## src/rtl/mipsPkg.sv

```systemverilog
package mipsPkg;

    localparam int DATA_W = 32;                   // Word width
    localparam int REG_AW = 5;                    // Register index width

    // Primary opcodes, instr[31:26]
    localparam logic [5:0] OP_RTYPE = 6'h00;
    localparam logic [5:0] OP_ADDI  = 6'h08;
    localparam logic [5:0] OP_LW    = 6'h23;
    localparam logic [5:0] OP_SW    = 6'h2b;
    localparam logic [5:0] OP_BEQ   = 6'h04;

    // R-type function field, instr[5:0]
    localparam logic [5:0] FN_ADD = 6'h20;
    localparam logic [5:0] FN_SUB = 6'h22;
    localparam logic [5:0] FN_AND = 6'h24;
    localparam logic [5:0] FN_OR  = 6'h25;
    localparam logic [5:0] FN_SLT = 6'h2a;

    typedef enum logic [2:0] {ALU_ADD, ALU_SUB, ALU_AND, ALU_OR, ALU_SLT} aluOpT;

    typedef enum logic [1:0] {
        FWD_REG = 2'd0,                           // Value from ID/EX
        FWD_WB  = 2'd1,                           // Writeback result
        FWD_MEM = 2'd2                            // ALU result in memory stage
    } fwdT;

    ////////////////////////////////////////////////////////////////////////////
    // Pipeline latch payloads, all-zero is a bubble
    ////////////////////////////////////////////////////////////////////////////

    typedef struct packed {
        logic [DATA_W-1:0] instr;
        logic [DATA_W-1:0] pcPlus4;
    } ifIdT;

    typedef struct packed {
        logic              regWrite;
        logic              memToReg;
        logic              memWrite;
        logic              aluSrc;                // Immediate as operand B
        logic              regDst;                // rd, else rt
        aluOpT             aluOp;
        logic [DATA_W-1:0] rd1;
        logic [DATA_W-1:0] rd2;
        logic [DATA_W-1:0] imm;                   // Sign extended
        logic [REG_AW-1:0] rs;
        logic [REG_AW-1:0] rt;
        logic [REG_AW-1:0] rd;
    } idExT;

    typedef struct packed {
        logic              regWrite;
        logic              memToReg;
        logic              memWrite;
        logic [DATA_W-1:0] aluOut;
        logic [DATA_W-1:0] writeData;             // Store data
        logic [REG_AW-1:0] writeReg;
    } exMemT;

    typedef struct packed {
        logic              regWrite;
        logic              memToReg;
        logic [DATA_W-1:0] readData;
        logic [DATA_W-1:0] aluOut;
        logic [REG_AW-1:0] writeReg;
    } memWbT;

endpackage

```

## src/rtl/regFile.sv

```systemverilog
`timescale 1ns/1ps

module regFile (
    input  logic                        clk,
    input  logic                        arstN,
    input  logic [mipsPkg::REG_AW-1:0]  a1,
    input  logic [mipsPkg::REG_AW-1:0]  a2,
    input  logic [mipsPkg::REG_AW-1:0]  a3,       // Write index
    input  logic                        we,
    input  logic [mipsPkg::DATA_W-1:0]  wd,
    output logic [mipsPkg::DATA_W-1:0]  rd1,
    output logic [mipsPkg::DATA_W-1:0]  rd2
);

    localparam int DEPTH = 2 ** mipsPkg::REG_AW;

    logic [mipsPkg::DATA_W-1:0] regs [DEPTH];
    logic                       wrLive;           // Write that actually lands

    assign wrLive = we && (a3 != '0);             // r0 stays zero

    always_ff @(posedge clk or negedge arstN)
    begin
        if (!arstN)
            regs <= '{default: '0};
        else if (wrLive)
            regs[a3] <= wd;
    end

    // Same-cycle write bypass, covers WB to ID
    assign rd1 = (wrLive && a3 == a1) ? wd : regs[a1];
    assign rd2 = (wrLive && a3 == a2) ? wd : regs[a2];

endmodule

```

## config.mk

```make
export PLATFORM = sky130hd
export DESIGN_NAME = regFile
export DESIGN_NICKNAME = d
export VERILOG_FILES = /design/src/rtl/mipsPkg.sv /design/src/rtl/regFile.sv
export SDC_FILE = /design/constraint.sdc
export NUM_CORES = 2
export LEC_CHECK = 0
export ABC_CLOCK_PERIOD_IN_PS = 5300
export BUFFER_PORTS_ARGS = -buffer_cell sky130_fd_sc_hd__buf_2
export CORE_ASPECT_RATIO = 0.7
export CORE_MARGIN = 2
export CORE_UTILIZATION = 61
export CTS_BUF_LIST = sky130_fd_sc_hd__clkbuf_4 sky130_fd_sc_hd__clkbuf_8
export DETAILED_ROUTE_END_ITERATION = 10
export PLACE_DENSITY = 0.78
export SYNTH_ARGS = -nofsm -noshare
export SYNTH_HDL_FRONTEND = slang
export SYNTH_SLANG_ARGS = --single-unit
```

## constraint.sdc

```tcl
create_clock -name clk -period 5.3 [get_ports clk]
set_clock_uncertainty 0.15 [all_clocks]
set_input_delay 0.795 -clock clk [delete_from_list [all_inputs] [get_ports clk]]
set_output_delay 0.795 -clock clk [all_outputs]
set_load 0.02 [all_outputs]
```

# After elaboration in Yosys (flattened, before gate mapping)
# Cells that the tools add are included.
# totals
ff_bits	1024
in_bits	50
wordCells	57
# classes
n_lt_le_gt_ge	4
eq_ne	2
n_mux	11
bitwise_logic	3
n_reduce_logical	5
# op_table
cell	count
$bwmux 1024	1
$bmux 32 s5	2
$mux 32	7
$demux 32 s5	1
$ge 6x6->1 const B	3
$not 5->6	3
$eq 5x5->1	2
$lt 6x1->1 const B	1
$reduce_bool 5->1	1
$logic_and 1x1->1	4

# Longest topological paths before layout
# logic_depth
word_depth	6
mapped_depth	8
mapped_depth_nobuf	5

# Worst setup path after synthesis
# OpenSTA, ideal clock, no wires.
# synth_timing
path_kind	input -> output
startpoint	in a2[0] (netlist name)
endpoint	out rd2[29] (netlist name)
arrival_ps	2503
required_time_ps	4355
slack_ps	1852
path_stages	7
n_path_buf	3
cell_sequence	buf_2 -> buf_4 -> buf_4 -> mux4_2 -> o22ai_1 -> or4_1 -> o21ai_1
# synth_between
elab_chain_cells	5
# synth_rtl
element	line	rtl
start, declared	regFile.sv:7	input logic [mipsPkg::REG_AW-1:0] a2,
$not 5->6 (not written as such)	regFile.sv:32	assign rd2 = (wrLive && a3 == a2) ? wd : regs[a2];
$bmux 32 s5	regFile.sv:32	
$mux 32 (not written as such) (2 in a row)	regFile.sv:32	
$mux 32 *	regFile.sv:32	
end, declared	regFile.sv:12	output logic [mipsPkg::DATA_W-1:0] rd2
# Every way passes the cells marked *; elsewhere a longest branch is shown, timed or not. The select of a mux whose other input is x is not followed.

# Final worst setup path
# layout_timing
startpoint	in a1[2] (netlist name)
endpoint	out rd1[20] (netlist name)
# layout_between
elab_chain_cells	5
# layout_rtl
element	line	rtl
start, declared	regFile.sv:6	input logic [mipsPkg::REG_AW-1:0] a1,
$not 5->6 (not written as such)	regFile.sv:31	assign rd1 = (wrLive && a3 == a1) ? wd : regs[a1];
$bmux 32 s5	regFile.sv:31	
$mux 32 (not written as such) (2 in a row)	regFile.sv:31	
$mux 32 *	regFile.sv:31	
end, declared	regFile.sv:11	output logic [mipsPkg::DATA_W-1:0] rd1,
# Marks and branches as above.

==> flow_metrics.tcl <==
set metrics [dict create \
    status "finished clean" \
    synth_top_family_by_area "multiplexers" \
    grt_pass1_wl_um 245000 \
    drive_gt1_frac 0.477 \
    fillers 5626 \
    largest_reg_flops 1024 \
    viasPerCell 7.51 \
    ys_types 41 \
    p_switching_mw 6.32 \
    vdd_drop_max_uv 286 \
    endpoint "rd1[20]" \
    p_sw_frac 0.285 \
    crit_fanout 22 \
    pre_cts_slack_ns 1.06 \
    largest-register "regs" \
    startpoint "a1[2]" \
    wirelength_um 165000 \
    synth_area_per_cell_um2 15.3 \
    hold_ws_ns 0.247 \
    synth_cells 3483 \
    drv_cap 0 \
    io_buffer_count 113 \
    synth.area.top_cells "dfrtp_1 48%, mux4_2 22%, mux2_2 13%" \
    ys_seq_area_frac 0.479 \
    clock.fmax_ghz 0.226 \
    tns_ns 0 \
    synth-seq-cells 1024 \
    power_mw 22.1 \
    clock_power_share 0.324 \
    slew_viol_final 0 \
    place_area_mm2 0.0553 \
    crit_path_end_kind "output pin" \
    startpoint_type "input pin" \
    h-tree-depth 4 \
    placementRows 90 \
    synth_fa_ha_area_frac 0 \
    timing.rr.end "regs[178]" \
    clk_latency_ns 0.85 \
    ys_warn_count 0 \
    finalCritPeriodShare 0.834 \
    cts-root-buf "clkbuf_8" \
    power_frac_seq 0.471 \
    cts-resized-gates 0 \
    place.gp.congestion 0.877 \
    first_pass_iters 5 \
    clk_path_buf_depth 3 \
    synth_xor_xnor_area_share 0.00164 \
    initial_core_util 0.618 \
    setup_viol 0 \
    design_area_mm2 0.0587 \
    r2r_setup_slack_ns 4.30 \
    post-cts-setup-buffers 0 \
    cellInternalPower_mw 15.8 \
    dieArea_mm2 0.0900 \
    critPathArrivalTime_ns 3.48 \
    grt_usage 0.374 \
    multiInputGateArea_mm2 0.0261 \
    synth_compound_area_frac 0.0364 \
    crit_type "input pin to output pin" \
    areaGrowthSynthToFinish_pct 9.82 \
    cts_sinks 1024 \
    hold_path.class "register to register" \
    finalNetCount 3523 \
    die_h_um 252 \
    leakage_nw 25.6 \
    ios 114 \
    hpwl_um 102000 \
    clkTransAtPathRegs_ns 0.06 \
    grt_max_degree 121 \
    mappedNetlistArea_mm2 0.0534 \
    first_global_vias 36900 \
    synth_top_cell_area_share 0.479 \
    rsz0062_at_grt "false" \
    wl_per_cell_um 34.6 \
    top_regs "regs: 1024 flops" \
    fp.dieW_um 358 \
    yosys.area_share.simple 0.0207 \
    drcViolationCount 0 \
    numCtsBuffers 156 \
    relSlewSlack 0.116 \
    cts_hold_buf 1 \
    tightest_slew_ns 1.32 \
    drtIter0Drc 5034 \
    cts_tree "yes" \
    reg2reg_from "regs[178]" \
    grt-ovfl-total 0 \
    synth_fp_nets 3533 \
    synth_top_cell_by_area "dfrtp_1" \
    fin_crit_ns 4.42 \
    design.core.area_mm2 0.0865 \
    grt_antenna_before_repair 15 \
    register_area_mm2 0.0256 \
    ant_nets 0 \
    r2r_cells 1 \
    worstPathRequired_ns 4.36 \
    power_density_mw_per_mm2 377 \
    power_frac_comb 0.205 \
    hold_violations 0 \
    vias 35700 \
    layout_setup_ws_ns 0.880 \
    synthMuxAreaShare 0.426 \
]
## routing by layer
| metal | vias up | global-route usage | wire (um) |
|---|---|---|---|
| met1 | 18900 | 0.538 | 63100 |
| met4 | 10 | 0.149 | 6620 |
| met5 | - | 0 | 55 |
| li1 | 13600 | - | - |
| met3 | 504 | 0.135 | 22500 |
| met2 | 2630 | 0.522 | 72300 |
## critical path, stage by stage
cell	delay, ns
buf_2	0.30
nand3_2	0.91
buf_4	0.51
o22ai_1	0.43
or4_1	0.20
o21ai_1	0.10
buf_2	0.20
## cell usage after synthesis
library cell / number
a211oi_1: 2
xor2_1: 4
a21bo_1: 1
clkbuf_4: 1
a2111oi_0: 1
buf_6: 17
nor4_1: 1
nor4_2: 1
or3_1: 3
or4_1: 62
xnor2_1: 6
nor2b_1: 3
a32oi_1: 1
inv_1: 1
dfrtp_1: 1024
buf_4: 36
nand3b_1: 7
mux2i_1: 6
mux2_1: 363
o211ai_1: 1
mux2_2: 630
and3_1: 1
or3b_1: 2
o22ai_1: 248
clkbuf_1: 220
a221oi_1: 2
nor3_1: 1
o21ai_1: 62
buf_1: 51
and3b_1: 1
nand2_1: 83
inv_2: 2
a221o_1: 1
and2_1: 2
or2_2: 1
nor2_1: 22
a21oi_1: 1
nor3b_1: 4
buf_2: 87
nand3_1: 10
mux4_2: 511
## metrics by stage
step	instances	util
2_1_floorplan	3483	-
5_1_grt	4750	0.679
4_1_cts	4746	0.679
3_3_place_gp	4464	0.639
3_5_place_dp	4464	0.639
6_report	4752	0.679
## cell type report
class                   instances  share of cell area
diodes                          6            0.000256
flip-flops and latches       1024               0.437
clock buffers                 247              0.0526
inverters                       3            0.000192
clock inverters                34             0.00539
well taps                    1150              0.0245
multi-input cells            2044               0.445
repair buffers                244              0.0358
## power by group through the flow
stage / registers (mW) / logic [mW] / clock network, mW
6_report: 10.4 / 4.54 / 7.18
3_5_place_dp: 10.5 / 4.49 / 0
5_1_grt: 10.6 / 4.79 / 7.60
4_1_cts: 10.4 / 4.51 / 7.20
3_3_place_gp: 10.2 / 4.32 / 0
2_1_floorplan: 10.1 / 3.37 / 0
## placed cells by master, fill, tap and decap left out, drive strengths merged, types with 2 or more instances in the layout
master | netlist | layout
nor3b | 4 | 4
nand3b | 7 | 7
a221oi | 2 | 2
nand2 | 83 | 83
bufinv | 0 | 4
inv | 3 | 10
nor4 | 2 | 2
xnor2 | 6 | 6
mux2 | 993 | 993
clkbuf | 221 | 247
or3 | 3 | 3
or3b | 2 | 2
o22ai | 248 | 248
or4 | 62 | 62
nor2b | 3 | 3
clkinvlp | 0 | 4
buf | 191 | 243
o21ai | 62 | 62
mux2i | 6 | 6
diode | 0 | 6
nor2 | 22 | 22
nand3 | 10 | 10
dfrtp | 1024 | 1024
mux4 | 511 | 511
xor2 | 4 | 4
and2 | 2 | 2
clkinv | 0 | 19
a211oi | 2 | 2
## worst min-delay path by stage
stage               start    endpoint  slack [ns]  cells past startpoint
5_1_grt        regs[1020]  regs[1020]        0.26                      0
3_3_place_gp    regs[993]   regs[993]        0.23                      0
4_1_cts        regs[1020]  regs[1020]        0.25                      0
2_1_floorplan  regs[1000]  regs[1000]        0.29                      1
6_report        regs[997]   regs[997]        0.25                      0
3_5_place_dp   regs[1004]  regs[1004]        0.23                      0
## cells by family after synthesis
kind of cell,after synthesis
XOR/XNOR,10
multiplexers,1510
AO/OA/AOI/OAI,320
flip-flops,1024
AND/OR/NAND/NOR,204
buffers and inverters,415
Note: power is estimated with default switching activity, not from simulation.
