==> src/rtl/mipsPkg.sv <==
package mipsPkg;

    localparam int DATA_W = 32;                   // Word width
    localparam int REG_AW = 5;                    // Register index width

    // Primary opcodes, instr[31:26]
    localparam logic [5:0] OP_RTYPE = 6'h00;
    localparam logic [5:0] OP_ADDI  = 6'h08;
    localparam logic [5:0] OP_LW    = 6'h23;
    localparam logic [5:0] OP_SW    = 6'h2b;
    localparam logic [5:0] OP_BEQ   = 6'h04;

    // R-type function field, instr[5:0]
    localparam logic [5:0] FN_ADD = 6'h20;
    localparam logic [5:0] FN_SUB = 6'h22;
    localparam logic [5:0] FN_AND = 6'h24;
    localparam logic [5:0] FN_OR  = 6'h25;
    localparam logic [5:0] FN_SLT = 6'h2a;

    typedef enum logic [2:0] {ALU_ADD, ALU_SUB, ALU_AND, ALU_OR, ALU_SLT} aluOpT;

    typedef enum logic [1:0] {
        FWD_REG = 2'd0,                           // Value from ID/EX
        FWD_WB  = 2'd1,                           // Writeback result
        FWD_MEM = 2'd2                            // ALU result in memory stage
    } fwdT;

    ////////////////////////////////////////////////////////////////////////////
    // Pipeline latch payloads, all-zero is a bubble
    ////////////////////////////////////////////////////////////////////////////

    typedef struct packed {
        logic [DATA_W-1:0] instr;
        logic [DATA_W-1:0] pcPlus4;
    } ifIdT;

    typedef struct packed {
        logic              regWrite;
        logic              memToReg;
        logic              memWrite;
        logic              aluSrc;                // Immediate as operand B
        logic              regDst;                // rd, else rt
        aluOpT             aluOp;
        logic [DATA_W-1:0] rd1;
        logic [DATA_W-1:0] rd2;
        logic [DATA_W-1:0] imm;                   // Sign extended
        logic [REG_AW-1:0] rs;
        logic [REG_AW-1:0] rt;
        logic [REG_AW-1:0] rd;
    } idExT;

    typedef struct packed {
        logic              regWrite;
        logic              memToReg;
        logic              memWrite;
        logic [DATA_W-1:0] aluOut;
        logic [DATA_W-1:0] writeData;             // Store data
        logic [REG_AW-1:0] writeReg;
    } exMemT;

    typedef struct packed {
        logic              regWrite;
        logic              memToReg;
        logic [DATA_W-1:0] readData;
        logic [DATA_W-1:0] aluOut;
        logic [REG_AW-1:0] writeReg;
    } memWbT;

endpackage

==> src/rtl/controlUnit.sv <==
`timescale 1ns/1ps

module controlUnit (
    input  logic [5:0]     op,
    input  logic [5:0]     funct,
    output logic           regWrite,
    output logic           memToReg,
    output logic           memWrite,
    output logic           aluSrc,
    output logic           regDst,
    output logic           branch,
    output mipsPkg::aluOpT aluOp
);

    always_comb
    begin
        regWrite = 1'b0;                          // Defaults give a no-op
        memToReg = 1'b0;
        memWrite = 1'b0;
        aluSrc   = 1'b0;
        regDst   = 1'b0;
        branch   = 1'b0;
        aluOp    = mipsPkg::ALU_ADD;
        case (op)
            mipsPkg::OP_RTYPE:
            begin
                regDst = 1'b1;
                case (funct)
                    mipsPkg::FN_ADD: aluOp = mipsPkg::ALU_ADD;
                    mipsPkg::FN_SUB: aluOp = mipsPkg::ALU_SUB;
                    mipsPkg::FN_AND: aluOp = mipsPkg::ALU_AND;
                    mipsPkg::FN_OR:  aluOp = mipsPkg::ALU_OR;
                    mipsPkg::FN_SLT: aluOp = mipsPkg::ALU_SLT;
                    default:         regDst = 1'b0;   // Unknown funct
                endcase
                regWrite = regDst;                // Only the five known functs
            end
            mipsPkg::OP_ADDI:
            begin
                regWrite = 1'b1;
                aluSrc   = 1'b1;
            end
            mipsPkg::OP_LW:
            begin
                regWrite = 1'b1;
                memToReg = 1'b1;
                aluSrc   = 1'b1;                  // base + offset
            end
            mipsPkg::OP_SW:
            begin
                memWrite = 1'b1;
                aluSrc   = 1'b1;
            end
            mipsPkg::OP_BEQ:
                branch = 1'b1;                    // Resolved in decode
            default:
                branch = 1'b0;
        endcase
    end

endmodule

==> config.mk <==
export PLATFORM = sky130hd
export DESIGN_NAME = controlUnit
export DESIGN_NICKNAME = d
export VERILOG_FILES = /design/src/rtl/mipsPkg.sv /design/src/rtl/controlUnit.sv
export SDC_FILE = /design/constraint.sdc
export NUM_CORES = 1
export LEC_CHECK = 0
export BUFFER_PORTS_ARGS = -buffer_cell sky130_fd_sc_hd__buf_4
export CAP_MARGIN = 40
export CORE_AREA = 2 2 39 41
export DETAILED_ROUTE_END_ITERATION = 8
export DIE_AREA = 0 0 41 43
export GPL_ROUTABILITY_DRIVEN = 1
export PLACE_DENSITY = 0.44
export SYNTH_ARGS = -nofsm -noshare
export SYNTH_HDL_FRONTEND = slang
export SYNTH_SLANG_ARGS = --single-unit
==> constraint.sdc <==
create_clock -name vclk -period 2.2
set_input_delay 0.33 -clock vclk [all_inputs]
set_output_delay 0.33 -clock vclk [all_outputs]
set_load 0.02 [all_outputs]
# After elaboration in Yosys (flattened, before gate mapping)
# Cells that the tools add are included.
# W data, S select, Z words.
# word_totals
ff_bits,0
latchBits,0
ramBits,0
romBits,0
out_inout_bits,9
memories,0
# op_classes
add_sub_neg,0
n_mul,0
n_div,0
magnitude_cmp,0
eq_ne,9
shifts,0
mux,9
n_bitwise,0
reduce_logical,4
# op_table
cell,count
$eq A6 B6 Y1 const B,7
$pmux W3 S4,1
$eq A6 B3 Y1 const B,1
$eq A6 B4 Y1 const B,1
$logic_not A6 Y1,1
$mux W1,6
$reduce_or A5 Y1,1
$mux W3,1
$reduce_or A3 Y1,1
$pmux W1 S2,1
$reduce_or A2 Y1,1

# Logic depth before layout (Yosys ltp)
# Gate-level depths: netlist of the first run.
# depth
ltp_word,4
ltp_mapped,3
mapped_depth_nobuf,3

# Worst setup path after synthesis of the first run
# No wires, ideal clock.
# synth_path
path_type,input to output
start,input op[0]
end,output aluOp[1]
arrival_ns,1.433
setup_slack_ns,0.437
cell_stages,3
path_buffers,0
cell_sequence,nor4_1 -> nand4b_1 -> nor3b_1
# synth_between
elab_chain_cells,2
# synth_lines
item,line,source
"start, declared",controlUnit.sv:4,"input logic [5:0] op,"
$logic_not A6 Y1,controlUnit.sv:24,case (op)
$mux W3,controlUnit.sv:24,
"end, declared",controlUnit.sv:12,output mipsPkg::aluOpT aluOp
# No other way between the ends.

# Final worst setup path of the first run
# Ends and elaborated chain as after synthesis.

==> results of run 1 <==
-- Yosys cell counts --
library cell and n:
a21boi_0 1, o21ai_0 1, or4b_1 1, nor4_1 1
nor3_1 1, nor2b_1 1, nand3_1 1, o21ai_2 1
a211o_1 1, a21oi_1 1, nor2_1 5, inv_1 2
nand4b_1 3, or3_1 1, and3b_1 1, mux2i_1 1
nor3b_1 2
-- kinds of logic (layout without fill, tap and decap cells) --
| kind of cell | Yosys count | in the layout | synth area share (%) |
|---|---|---|---|
| and+or+nand+nor | 17 | 17 | 67.2 |
| AOI/OAI and AO/OA | 5 | 5 | 21.9 |
| muxes | 1 | 1 | 6.25 |
| buffers and inverters | 2 | 23 | 4.69 |
-- worst max path at each step --
stage,startpoint,end,slack [ns],cells after the start
3_3_place_gp,op[0],aluOp[0],0.27,5
5_1_grt,op[0],aluOp[1],0.15,5
4_1_cts,op[0],aluOp[1],0.28,5
2_1_floorplan,op[0],aluOp[1],0.44,3
3_5_place_dp,op[0],aluOp[1],0.28,5
6_report,op[0],aluOp[1],0.32,5
-- cell type report --
type	instances	area (µm²)	share of cell area [%]
inverter	2	7.51	2.22
timing repair buffer	21	158	46.7
tap	16	20.0	5.93
multi-input combinational	23	153	45.2
-- stage by stage --
stage                     area [µm²]  instances
after detailed placement         338         62
after global routing             338         62
after CTS                        338         62
after global placement           338         62
after floorplan                  160         25
final                            338         62
-- power groups by stage --
| stage | Clock (mW) | Combinational (mW) | Sequential [mW] |
|---|---|---|---|
| floorplan | 0 | 0.0125 | 0 |
| global route | 0 | 0.0425 | 0 |
| detailed placement | 0 | 0.0387 | 0 |
| global placement | 0 | 0.0388 | 0 |
| CTS | 0 | 0.0387 | 0 |
| finish | 0 | 0.0384 | 0 |
-- metal layers --
layer,wire (µm),up-vias,share of wire [%]
li1,-,140,-
met3,88,0,17
met4,0,0,0
met1,191,111,36
met2,252,16,47
met5,0,-,0
==> impl_metrics.ini, run 1 <==
[finish]
drive_gt1_share_pct = 47.8
num_antenna_cells = 0
nets = 60
clock_buffers = 0
regArea_um2 = 0
fin_util_pct = 24.4
area_delta_synth_final_pct = 111
mostFrequentLayoutCells = buf_4, nor2_1, nand4b_1, inv_1, nor3b_1
seq_cell_count = 0
final_common_cell = buf_4
fillers = 165

[logic_synthesis]
ys_types = 17
syn_area_per_cell_um2 = 6.41
synth_cells = 25
netlist_area_um2 = 160
syn_nets = 37
ys_seq_area_share_pct = 0
yosys_warnings = 0
ys_top_cells_by_area = nand4b_1, nor2_1, nor3b_1
synth_top_area_cell = nand4b_1
synth_top_area_share_pct = 16.4

[pwr]
switchingPower_mw = 0.0165
p_leak_nw = 0.159
power_density_mw_per_mm2 = 114
p_total_mw = 0.0384
seq_power_share_pct = 0
switching_share_pct = 42.9
p_int_mw = 0.0219
ir_drop_v = 0.0000339
clkPwrFrac_pct = 0
comb_power_share_pct = 100.0

[timing]
setup_violations = 0
timing.final.crit_share_pct = 85.3
setup_tns_ns = 0
final-max-slew-violation-count = 0
fmax_mhz = 533
period_needed_ns = 1.88
rsz0062_at_grt = no
hold_viol_final = 0
worstMarginPinSlew_ns = 0.346
setup_slack_ns = 0.324
relSlewSlack_pct = 76.7
hold_slack_ns = 0.946

[global_route]
antenna_found_initial = 0
grt_start_max_net_pins = 6
grt_pass1_vias = 227
grt_overflow = 0
grt_use_met1_pct = 7.91
grt_util_all_layers_pct = 6.19
top_usage_layer = met2
use_met3_pct = 1.05
grt_first_pass_wirelength_um = 828
met2_usage_pct = 10.9

[floorplanning]
ios = 21
die_w_um = 41
num_rows = 14
start_util_pct = 11.6
die_h_um = 43
dieArea_mm2 = 0.00176
core_region_area_mm2 = 0.00138

[critical_path]
critPathCaptureType = output pin
cpLargestDelayFamily = simple AND/OR/NAND/NOR gates
crit_arrival_ns = 1.55
slowest_delay_ns = 0.36
critPathMaxFanout = 5
crit_required_ns = 1.87
worstSetupPathType = primary input to output pin
crit_path_frequent_cell = buf_4
cp_cell_sequence = buf_4, nor4_1, nand4b_1, nor3b_1, buf_4
critPathLaunchType = primary input
cp_num_buf_inv = 2
slowest_stage = nor4_1

[min_path]
hold_path_depth = 3
hp-class = primary input to output pin
hold_start = op[3]
min_to = memToReg

[route]
vias_per_cell = 4.31
ant_nets = 0
wire_per_inst_um = 8.58
drt_iter0_drc = 0
drt_first_pass_iters = 1
drt-total-wl_um = 532
drc = 0
vias = 267

[cts]
cts_hold_buffers = 0
postCtsSetupBuffers = 0
post_cts_resized = 0

[placed_design]
io_buffers = 21
gp_congestion = 0.673
preCtsSetupSlack_ns = 0.282

[run_status]
outcome = finished clean

[flow_run]
max-cap-violations = 0
No activity file was read; power rests on OpenSTA's default activity.
==> run 2: changes to the inputs <==
==> constraint.sdc (replaced) <==
create_clock -name vclk -period 1.85
set_input_delay 0.2775 -clock vclk [all_inputs]
set_output_delay 0.2775 -clock vclk [all_outputs]
set_load 0.02 [all_outputs]
==> impl_metrics.ini, run 2 (synthesis results as in run 1) <==
[run_status]
outcome = finished clean

[route]
vias_per_cell = 4.35
wire_per_inst_um = 9.32
drt-total-wl_um = 587
drc = 0
drt_iter0_drc = 0
drt_first_pass_iters = 1
vias = 274
ant_nets = 0

[critical_path]
critPathMaxFanout = 4
crit_arrival_ns = 1.44
critPathCaptureType = output pin
critPathLaunchType = primary input
crit_required_ns = 1.57
worstSetupPathType = primary input to output pin
crit_path_frequent_cell = buf_4
slowest_stage = nor4_1
slowest_delay_ns = 0.36
cp_cell_sequence = buf_4, nor4_1, nand4b_1, buf_4, o21ai_2, buf_4

[pwr]
ir_drop_v = 0.0000392
power_density_mw_per_mm2 = 133
p_leak_nw = 0.163

[floorplanning]
die_h_um = 43
dieArea_mm2 = 0.00176
start_util_pct = 11.6
num_rows = 14
ios = 21
die_w_um = 41
core_region_area_mm2 = 0.00138

[timing]
setup_slack_ns = 0.132
final-max-slew-violation-count = 0
relSlewSlack_pct = 76.7
worstMarginPinSlew_ns = 0.347
fmax_mhz = 582
hold_viol_final = 0
timing.final.crit_share_pct = 92.9
setup_tns_ns = 0
setup_violations = 0
period_needed_ns = 1.72
rsz0062_at_grt = no

[finish]
mostFrequentLayoutCells = buf_4, nor2_1, nand4b_1, inv_1, nor3b_1
regArea_um2 = 0
area_delta_synth_final_pct = 116
seq_cell_count = 0
clock_buffers = 0
num_antenna_cells = 0
final_common_cell = buf_4
fin_area_um2 = 345
fin_util_pct = 25.0
nets = 61
drive_gt1_share_pct = 48.9
fillers = 163
multi_input_area_um2 = 153

[global_route]
grt_pass1_vias = 234
use_met3_pct = 0.524
top_usage_layer = met2
met2_usage_pct = 12.2
antenna_found_initial = 0
grt_start_max_net_pins = 6
grt_use_met1_pct = 6.65
grt_first_pass_wirelength_um = 814
grt_overflow = 0
grt_util_all_layers_pct = 6.09

[flow_run]
max-cap-violations = 0

[min_path]
hp-class = primary input to output pin
hold_path_depth = 3
min_to = memToReg
hold_start = op[3]

[placed_design]
dpl.hpwl_um = 512
placed_area_um2 = 338
gp_congestion = 0.587
io_buffers = 21
preCtsSetupSlack_ns = 0.0624

[cts]
post_cts_resized = 0
==> run 2: changes by cell type in the layout (fill, tap and decap cells not counted) <==
cell,change
buf_4,+1
==> run 2: how the worst max path moves through the flow <==
stage / start / end / slack [ns] / cells past startpoint
CTS: op[0] / aluOp[1] / 0.05 / 5
finish: op[0] / regWrite / 0.13 / 6
global route: op[0] / regWrite / 0.02 / 6
floorplan: op[0] / aluOp[1] / 0.19 / 3
global placement: op[0] / aluOp[1] / 0.10 / 5
detailed placement: op[0] / aluOp[1] / 0.06 / 5
==> run 2: power breakdown <==
group          leakage, nW  switching, mW  internal, mW
Clock                    0              0             0
Combinational        0.163         0.0199        0.0262
Sequential               0              0             0
==> run 2: timing repair <==
item,CTS,global route
hold buffers,0,0
endpoints found under the setup margin,0,2
hold endpoints to repair,0,0
setup buffers,0,1
==> run 2: worst max-delay path, delay by kind of cell <==
family / cells / cell delay, ns
buf+inv: 3 / 0.47
simple gates: 2 / 0.57
compound gates: 1 / 0.12
==> run 2: area by class of cell <==
type                       instances  area share [%]
inverter                           2            2.17
multi-input combinational         23            44.2
tap                               16            5.80
timing repair buffer              22            47.8
==> run 2: layer usage <==
metal / wire [µm] / up-vias / share of wire (%)
met1: 239 / 118 / 41
met4: 0 / 0 / 0
met2: 272 / 16 / 46
met5: 0 / - / 0
li1: - / 140 / -
met3: 75 / 0 / 13
==> run 2: per-stage QoR <==
step	hold WS [ns]	std cells	power, mW
floorplan	0.635	25	0.0149
global placement	0.840	62	0.0459
detailed placement	0.841	62	0.0461
CTS	0.842	62	0.0462
global route	0.861	63	0.0497
finish	0.841	63	0.0461
