**src/rtl/mipsPkg.sv**
```systemverilog
package mipsPkg;

    localparam int DATA_W = 32;                   // Word width
    localparam int REG_AW = 5;                    // Register index width

    // Primary opcodes, instr[31:26]
    localparam logic [5:0] OP_RTYPE = 6'h00;
    localparam logic [5:0] OP_ADDI  = 6'h08;
    localparam logic [5:0] OP_LW    = 6'h23;
    localparam logic [5:0] OP_SW    = 6'h2b;
    localparam logic [5:0] OP_BEQ   = 6'h04;

    // R-type function field, instr[5:0]
    localparam logic [5:0] FN_ADD = 6'h20;
    localparam logic [5:0] FN_SUB = 6'h22;
    localparam logic [5:0] FN_AND = 6'h24;
    localparam logic [5:0] FN_OR  = 6'h25;
    localparam logic [5:0] FN_SLT = 6'h2a;

    typedef enum logic [2:0] {ALU_ADD, ALU_SUB, ALU_AND, ALU_OR, ALU_SLT} aluOpT;

    typedef enum logic [1:0] {
        FWD_REG = 2'd0,                           // Value from ID/EX
        FWD_WB  = 2'd1,                           // Writeback result
        FWD_MEM = 2'd2                            // ALU result in memory stage
    } fwdT;

    ////////////////////////////////////////////////////////////////////////////
    // Pipeline latch payloads, all-zero is a bubble
    ////////////////////////////////////////////////////////////////////////////

    typedef struct packed {
        logic [DATA_W-1:0] instr;
        logic [DATA_W-1:0] pcPlus4;
    } ifIdT;

    typedef struct packed {
        logic              regWrite;
        logic              memToReg;
        logic              memWrite;
        logic              aluSrc;                // Immediate as operand B
        logic              regDst;                // rd, else rt
        aluOpT             aluOp;
        logic [DATA_W-1:0] rd1;
        logic [DATA_W-1:0] rd2;
        logic [DATA_W-1:0] imm;                   // Sign extended
        logic [REG_AW-1:0] rs;
        logic [REG_AW-1:0] rt;
        logic [REG_AW-1:0] rd;
    } idExT;

    typedef struct packed {
        logic              regWrite;
        logic              memToReg;
        logic              memWrite;
        logic [DATA_W-1:0] aluOut;
        logic [DATA_W-1:0] writeData;             // Store data
        logic [REG_AW-1:0] writeReg;
    } exMemT;

    typedef struct packed {
        logic              regWrite;
        logic              memToReg;
        logic [DATA_W-1:0] readData;
        logic [DATA_W-1:0] aluOut;
        logic [REG_AW-1:0] writeReg;
    } memWbT;

endpackage

```
**src/rtl/hazardUnit.sv**
```systemverilog
`timescale 1ns/1ps

module hazardUnit (
    input  logic [mipsPkg::REG_AW-1:0] rsD,
    input  logic [mipsPkg::REG_AW-1:0] rtD,
    input  logic [mipsPkg::REG_AW-1:0] rsE,
    input  logic [mipsPkg::REG_AW-1:0] rtE,
    input  logic [mipsPkg::REG_AW-1:0] writeRegE,
    input  logic [mipsPkg::REG_AW-1:0] writeRegM,
    input  logic [mipsPkg::REG_AW-1:0] writeRegW,
    input  logic                       regWriteE,
    input  logic                       regWriteM,
    input  logic                       regWriteW,
    input  logic                       memToRegE,
    input  logic                       memToRegM,
    input  logic                       branchD,
    output logic                       stall,
    output logic                       flushE,
    output logic                       forwardAD,
    output logic                       forwardBD,
    output mipsPkg::fwdT               forwardAE,
    output mipsPkg::fwdT               forwardBE
);

    logic lwStall;
    logic branchStall;
    logic hitE;                                   // Branch source written in EX
    logic hitM;                                   // Branch source loaded in MEM

    // Execute operands, youngest producer wins
    always_comb
    begin
        forwardAE = mipsPkg::FWD_REG;
        forwardBE = mipsPkg::FWD_REG;
        if (rsE != '0 && regWriteM && rsE == writeRegM)
            forwardAE = mipsPkg::FWD_MEM;
        else if (rsE != '0 && regWriteW && rsE == writeRegW)
            forwardAE = mipsPkg::FWD_WB;
        if (rtE != '0 && regWriteM && rtE == writeRegM)
            forwardBE = mipsPkg::FWD_MEM;
        else if (rtE != '0 && regWriteW && rtE == writeRegW)
            forwardBE = mipsPkg::FWD_WB;
    end

    // Branch compare only taps the MEM ALU result
    assign forwardAD = (rsD != '0) && regWriteM && (rsD == writeRegM);
    assign forwardBD = (rtD != '0) && regWriteM && (rtD == writeRegM);

    assign lwStall = memToRegE && (rtE != '0) && (rtE == rsD || rtE == rtD);

    assign hitE = regWriteE && (writeRegE != '0) && (writeRegE == rsD || writeRegE == rtD);
    assign hitM = memToRegM && (writeRegM != '0) && (writeRegM == rsD || writeRegM == rtD);
    assign branchStall = branchD && (hitE || hitM);

    assign stall  = lwStall || branchStall;       // Holds PC and IF/ID
    assign flushE = stall;                        // Bubble into ID/EX

endmodule

```
**config.mk**
```make
export PLATFORM = sky130hd
export DESIGN_NAME = hazardUnit
export DESIGN_NICKNAME = d
export VERILOG_FILES = /design/src/rtl/mipsPkg.sv /design/src/rtl/hazardUnit.sv
export SDC_FILE = /design/constraint.sdc
export NUM_CORES = 1
export LEC_CHECK = 0
export BUFFER_PORTS_ARGS = -buffer_cell sky130_fd_sc_hd__buf_2
export CAP_MARGIN = 10
export CORE_MARGIN = 1
export CORE_UTILIZATION = 45
export DETAILED_ROUTE_END_ITERATION = 10
export GPL_ROUTABILITY_DRIVEN = 0
export PLACE_DENSITY = 0.92
export SLEW_MARGIN = 25
export SYNTH_ARGS = -nofsm -noshare
export SYNTH_HDL_FRONTEND = slang
export SYNTH_SLANG_ARGS = --single-unit
```
**constraint.sdc**
```tcl
create_clock -name vclk -period 1.99
set_clock_uncertainty 0.05 [all_clocks]
set_input_delay 0.0995 -clock vclk [all_inputs]
set_output_delay 0.0995 -clock vclk [all_outputs]
set_load 0.01 [all_outputs]
```
== Yosys cells after proc, flatten, opt, wreduce, memory -nomap -nowiden ==
Index checks and enable logic that the tools add are counted.

* Equal/unequal tests: 12
* Muxes and demuxes: 4
* Reductions and logical operators: 30

{| class="wikitable"
|+ Operator list
! cell !! count
|-
| == test 5 bit || 12
|-
| nonzero test 5 bit || 6
|-
| logical AND 1 bit || 19
|-
| logical OR 1 bit || 5
|-
| 2-to-1 mux 2 bit || 2
|-
| 2-to-1 mux 1 bit || 2
|}

* Register bits after elaboration: 0
* Input bits: 41
* Output and inout bits: 8
* Word-level logic and storage cells: 46

== Logic depth before layout (Yosys ltp) ==
Gate-level depths: netlist of run 1.

* Depth after elaboration: 6
* Mapped depth: 7
* Depth with buffers taken out: 5

== Worst setup path after synthesis of run 1 ==
Ideal clock, no wire load.

* Path type: input port to output port
* Start point: input port rtE[4] (netlist name)
* End point: output port stall
* Data arrival time: 1.500 ns
* Required time: 1.840 ns
* Slack: 0.340 ns
* Stages on the path: 6
* Buffers on the path: 2
* Path through: buf_2 -> or4_4 -> o21ai_1 -> a21oi_1 -> or3_1 -> buf_4

* Longest elaborated chain between the ends: 4
* Elaborated cells between the ends (all ways): 7
* Those cells by class: eq/ne (2); reduce/logical (5)

{| class="wikitable"
|+ RTL lines
! item !! RTL line !! text
|-
| start: declaration || hazardUnit.sv:7 || <nowiki>input logic [mipsPkg::REG_AW-1:0] rtE,</nowiki>
|-
| == test 5 bit / nonzero test 5 bit (equally long branches) || hazardUnit.sv:49 || <nowiki>assign lwStall = memToRegE && (rtE != '0) && (rtE == rsD || rtE == rtD);</nowiki>
|-
| logical OR 1 bit / logical AND 1 bit (equally long branches) || hazardUnit.sv:49 ||
|-
| logical AND 1 bit (*) || hazardUnit.sv:49 ||
|-
| logical OR 1 bit (*) || hazardUnit.sv:55 || <nowiki>assign stall = lwStall || branchStall;</nowiki>
|-
| end: declaration || hazardUnit.sv:17 || <nowiki>output logic stall,</nowiki>
|}

Every way passes the cells marked *; elsewhere a longest branch is shown, timed or not.

== Worst setup path after layout of run 1 ==
* Start point: input port rtE[1] (netlist name)
* End point: output port flushE

* Longest elaborated chain between the ends: 4
* Elaborated cells between the ends (all ways): 7
* Those cells by class: eq/ne (2); reduce/logical (5)

{| class="wikitable"
|+ RTL lines
! item !! RTL line !! text
|-
| == test 5 bit / nonzero test 5 bit (equally long branches) || hazardUnit.sv:49 ||
|-
| logical OR 1 bit / logical AND 1 bit (equally long branches) || hazardUnit.sv:49 ||
|-
| logical AND 1 bit (*) || hazardUnit.sv:49 ||
|-
| logical OR 1 bit (*) || hazardUnit.sv:55 ||
|-
| end: declaration || hazardUnit.sv:18 || <nowiki>output logic flushE,</nowiki>
|}

Marked as above.

==> qor.txt, run 1 <==
STA
----------------------------------------------------------------------------------
Setup TNS after final layout                                                  0 ns
Worst slew margin relative to its limit                                      77.3%
Total setup violations reported at the end of the flow                           0
Min Clock Period, post-route                                               1.66 ns
Worst-margin pin slew                                                     0.338 ns
Final hold violation count                                                       0
Final worst-path cycle share                                                 83.6%
Worst Hold Margin                                                         0.473 ns
Setup repair after global routing missed its margin                          false
Maximum clock frequency                                                  0.601 GHz
Pins Over Slew Limit                                                             0

CLOCKING
----------------------------------------------------------------------------------
Count of instances resized after the clock tree is built                         0
Buffer count from post-CTS setup fixing                                          0
Number of hold buffers added after cts                                           0

YOSYS
----------------------------------------------------------------------------------
Post-synthesis sequential area ratio                                            0%
Number of nets in the synthesized netlist                                      143
Synth area leader                                                          xnor2_1
Post-synthesis average cell area                                          7.14 µm²
Leading cell types by total area after synthesis                      xnor2_1 (34%), xor2_1 (26%), or4_1 (5.2%)
Unique cell type count in the Yosys netlist                                     19
Area share of the leading cell type in the synthesized netlist               33.7%
Syn Std Cell Area                                                          728 µm²
Number of cells produced by synthesis                                          102
Most common cell in the synthesized netlist                                xnor2_1
Most instantiated cells after synthesis                               xnor2_1 (28), xor2_1 (22), nand3_1 (6), nor3_1 (6)
Number of warnings issued by yosys                                               0

DIE
----------------------------------------------------------------------------------
Core area                                                              0.00151 mm²
Die extent in x                                                            42.2 µm
FP Rows                                                                         14
Overall die area                                                       0.00178 mm²
Top-level I/O count                                                             49
Starting density of the core                                                 48.3%
Die span in y                                                              42.2 µm

FINAL LAYOUT
----------------------------------------------------------------------------------
Count of clock-net buffers in the final layout                                   0
Layout cell share with drive strength beyond 1                               35.7%
N_diodes                                                                         0
Seq_cells                                                                        0
Number of nets in the final layout                                             183
Signed area change from the synthesized netlist to the final layout          28.5%
Register Area                                                                0 µm²
Filler Cells Inserted                                                          145

GRT
----------------------------------------------------------------------------------
First-pass GRT wire length                                                 3.36 mm
Overall track demand over capacity in global routing                         23.2%
Total gr overflow                                                                0
Maximum number of pins on one net before global-route repair                     7
Vias in the first global route                                                 781
Number of antenna violations at the first check in global routing                0

ROUTING
----------------------------------------------------------------------------------
WL final                                                                   1.98 mm
Mean routed wirelength per cell                                            12.7 µm
Number of nets with antenna violations after detailed routing                    0
Detail-routed via count per cell                                              5.37
Total number of vias                                                           837
TritonRoute pass-1 iters                                                         4
Drt first-iter violations                                                        5
DRC errors left                                                                  0

POWER
----------------------------------------------------------------------------------
Cell Pwr Density                                                        213 mW/mm²
Net switching fraction of the power                                          50.8%
Peak supply drop                                                          0.116 mV
Clock power share                                                               0%
Standby leakage power                                                     0.403 nW
Sequential share of power                                                       0%
Int Pwr                                                                    98.1 µW
Switching power summed over all nets                                        101 µW
Part of the total power dissipated in combinational logic                   100.0%
Post-route total power                                                      199 µW

CRITICAL PATH
----------------------------------------------------------------------------------
Startpoint types                                                         input pin
CP endpoint kind                                                      primary output
Critical setup path kind                                                    in2out
Data arrival time of the critical path                                     1.51 ns
CP Cell Sequence                                                      buf_2 -> or4_4 -> o21ai_1 -> a21oi_1 -> or3_1 -> buf_2
Maximum fanout count along the critical path                                     5
Cell at the slowest stage of the critical path                               or4_4
Largest stage delay on the critical path                                   0.55 ns
Worst Path Required                                                        1.84 ns
Most used cell along the critical path                                       buf_2

OUTCOME
----------------------------------------------------------------------------------
Status                                                                finished clean

PLACED DESIGN
----------------------------------------------------------------------------------
DP HPWL                                                                    1.69 mm
Count of buffers from port buffering                                            49

FLOW RUN
----------------------------------------------------------------------------------
Max-cap violations                                                               0

MIN PATH
----------------------------------------------------------------------------------
Worst hold path type                                                        in2out

worst paths after layout:
path,end,depth (start not counted),from
setup / recovery,flushE,6,rtE[1]
hold / removal,forwardBE[0],4,regWriteW
cell families (layout without fill, tap and decap cells):
logic type	Yosys count	count (layout)	share of synthesized area [%]
AOI/OAI and AO/OA	8	8	6.18
buffers and inverters	11	49	7.90
xor gates and xnor gates	50	50	60.1
and+or+nand+nor	33	33	25.8
per-stage QoR:
step	std cells	worst slack, ns	utilization, %	instance area, µm²
floorplan	102	0.340	-	728
global placement	156	0.363	62.1	936
detailed placement	156	0.323	62.1	936
CTS	156	0.325	62.1	936
global route	156	0.283	62.1	936
finish	156	0.327	62.1	936
routing by layer:
| metal | wire length (µm) | up-vias | part of all wire (%) | GRT usage (%) |
|---|---|---|---|---|
| met5 | 0 | - | 0 | 0 |
| met1 | 907 | 366 | 46 | 33.0 |
| met3 | 143 | 2 | 7.2 | 0.862 |
| met2 | 915 | 47 | 46 | 39.7 |
| li1 | - | 422 | - | - |
| met4 | 14 | 0 | 0.71 | 3.13 |
power by group through the flow:
stage | clock network (mW) | logic (mW) | registers, mW
detailed placement | 0 | 0.199 | 0
finish | 0 | 0.199 | 0
global placement | 0 | 0.192 | 0
CTS | 0 | 0.200 | 0
floorplan | 0 | 0.124 | 0
global route | 0 | 0.220 | 0
critical path, delay by kind of cell:
family,cells,cell delay (ns)
AOI/OAI and AO/OA,2,0.19
buffers and inverters,2,0.30
and+or+nand+nor,2,0.93
cell type report:
type                            count  area (µm²)  share of cell area (%)
Multi-Input combinational cell     91         671                    71.7
Timing Repair Buffer               49         245                    26.2
Tap cell                           16        20.0                    2.14
cell usage in the layout (no fill, tap or decap):
cell and count:
or4_4 1, a21oi_1 3, nor3_1 6, o21ai_1 1
nand2_1 2, or4_1 5, or3_1 1, nor2_1 4
xnor2_1 28, o211ai_1 2, o21ai_0 2, nand3_1 6
buf_2 49, nor4_1 4, nand4_1 4, xor2_1 22
No activity file was read; power rests on OpenSTA's default activity.
==> run 2, diff against run 1 <==
- clock period: 1.99 -> 1.6 ns (I/O delays scaled with it)
==> qor.txt, run 2 (same netlist as run 1, synthesis figures left out) <==
POWER
----------------------------------------------------------------------------------
Net switching fraction of the power                                          47.7%   -3.0 points
Post-route total power                                                      279 µW   +40%
Switching power summed over all nets                                        133 µW   +32%
Part of the total power dissipated in combinational logic                   100.0%   about the same
Int Pwr                                                                     146 µW   +49%
Standby leakage power                                                     0.457 nW   +13%
Clock power share                                                               0%   unchanged
Sequential share of power                                                       0%   unchanged
Peak supply drop                                                          0.132 mV   +13%
Cell Pwr Density                                                        268 mW/mm²   +26%

FINAL LAYOUT
----------------------------------------------------------------------------------
Register Area                                                                0 µm²   unchanged
Final Util                                                                   69.2%   +7.1 points
Seq_cells                                                                        0   unchanged
Signed area change from the synthesized netlist to the final layout          43.1%
Area occupied by multi-input gates                                         679 µm²   +1.3%
N_diodes                                                                         0   unchanged
Layout cell share with drive strength beyond 1                               41.3%   +5.6 points
Count of clock-net buffers in the final layout                                   0   unchanged
Commonest non-fill, non-tap cell in the layout                               buf_2
Highest-count cells in the layout ignoring fill and taps              buf_2 (46), xnor2_1 (28), xor2_1 (22), buf_4 (10)
Number of nets in the final layout                                             193   +5.5%
Filler Cells Inserted                                                          127   -12%

ROUTING
----------------------------------------------------------------------------------
TritonRoute pass-1 iters                                                         4   unchanged
Drt first-iter violations                                                       10   +5
WL final                                                                   2.17 mm   +9.5%
Number of nets with antenna violations after detailed routing                    0   unchanged
Total number of vias                                                           885   +5.7%
Mean routed wirelength per cell                                            13.1 µm   +2.9%
Detail-routed via count per cell                                              5.33   -0.63%
DRC errors left                                                                  0   unchanged

DIE
----------------------------------------------------------------------------------
Overall die area                                                       0.00178 mm²   unchanged
Starting density of the core                                                 48.3%   unchanged
Top-level I/O count                                                             49   unchanged
FP Rows                                                                         14   unchanged
Die extent in x                                                            42.2 µm   unchanged
Die span in y                                                              42.2 µm   unchanged
Core area                                                              0.00151 mm²   unchanged

CRITICAL PATH
----------------------------------------------------------------------------------
Worst Path Required                                                        1.47 ns   -0.37 ns
Startpoint types                                                         input pin
Maximum fanout count along the critical path                                     2   -3
Critical setup path kind                                                    in2out
Data arrival time of the critical path                                     1.46 ns   -0.05 ns
CP endpoint kind                                                      primary output
Critical path origin                                                        rtE[1]

STA
----------------------------------------------------------------------------------
Maximum clock frequency                                                  0.629 GHz
Final worst-path cycle share                                                 99.4%
Total setup violations reported at the end of the flow                           0   unchanged
Final hold violation count                                                       0   unchanged
Worst Hold Margin                                                         0.444 ns   -0.0291 ns
Pins Over Slew Limit                                                             0   unchanged
Worst-margin pin slew                                                     0.330 ns   -0.00769 ns
Worst slew margin relative to its limit                                      77.8%   +0.52 points
Setup repair after global routing missed its margin                           true
Min Clock Period, post-route                                               1.59 ns

GRT
----------------------------------------------------------------------------------
Vias in the first global route                                                 881   +13%
Maximum number of pins on one net before global-route repair                     7   unchanged
Overall track demand over capacity in global routing                         24.4%   +1.1 points
First-pass GRT wire length                                                 3.54 mm   +5.3%
Total gr overflow                                                                0   unchanged
Number of antenna violations at the first check in global routing                0   unchanged

MIN PATH
----------------------------------------------------------------------------------
Worst hold path type                                                        in2out
Hold Path Cell Cnt                                                               4   unchanged
End of the worst hold path                                            forwardAE[0]
Worst min-delay path startpoint                                          regWriteW

PLACED DESIGN
----------------------------------------------------------------------------------
Count of buffers from port buffering                                            49   unchanged
DP HPWL                                                                    1.85 mm   +9.8%

CLOCKING
----------------------------------------------------------------------------------
Number of hold buffers added after cts                                           0   unchanged

OUTCOME
----------------------------------------------------------------------------------
Status                                                                finished clean

FLOW RUN
----------------------------------------------------------------------------------
Max-cap violations                                                               0   unchanged

run 2: layout make-up:
cell class         instances  area share (%)
multi-input cells         91            65.2
repair buffers            59            32.9
well taps                 16            1.92
run 2: how the worst max path moves through the flow:
stage          endpoint  cells past startpoint
2_1_floorplan     stall                      6
3_3_place_gp      stall                      6
3_5_place_dp      stall                      6
4_1_cts           stall                      6
5_1_grt          flushE                      6
6_report         flushE                      6
run 2: power groups by stage:
| stage | combinational (mW) | clock [mW] | sequential (mW) |
|---|---|---|---|
| floorplan | 0.156 | 0 | 0 |
| global placement | 0.255 | 0 | 0 |
| detailed placement | 0.267 | 0 | 0 |
| CTS | 0.268 | 0 | 0 |
| global route | 0.304 | 0 | 0 |
| finish | 0.279 | 0 | 0 |
run 2: what timing repair did:
action	CTS	global route
setup endpoints to repair	0	3
resized for setup	0	6
buffers inserted	0	2
run 2: per-layer routing:
layer | share of wire [%] | GRT usage, % | routed length (µm)
met1 | 43 | 30.1 | 925
met2 | 51 | 47.1 | 1110
met3 | 5.8 | 0.862 | 126
met4 | 0.55 | 3.13 | 12
met5 | 0 | 0 | 0
run 2: critical path: stages:
cell and delay (ns):
buf_2 0.10, or4_4 0.53, o21ai_1 0.14, a21oi_1 0.07
or3_4 0.40, buf_2 0.15
run 2: metrics by stage:
step	instance area [µm²]	cells	setup slack (ns)	setup TNS (ns)
2_1_floorplan	733	102	0.0266	0
3_3_place_gp	1000	164	0.0389	0
3_5_place_dp	1000	164	0.0210	0
4_1_cts	1000	164	0.0104	0
5_1_grt	1040	166	-0.0427	-0.0680
6_report	1040	166	0.0101	0
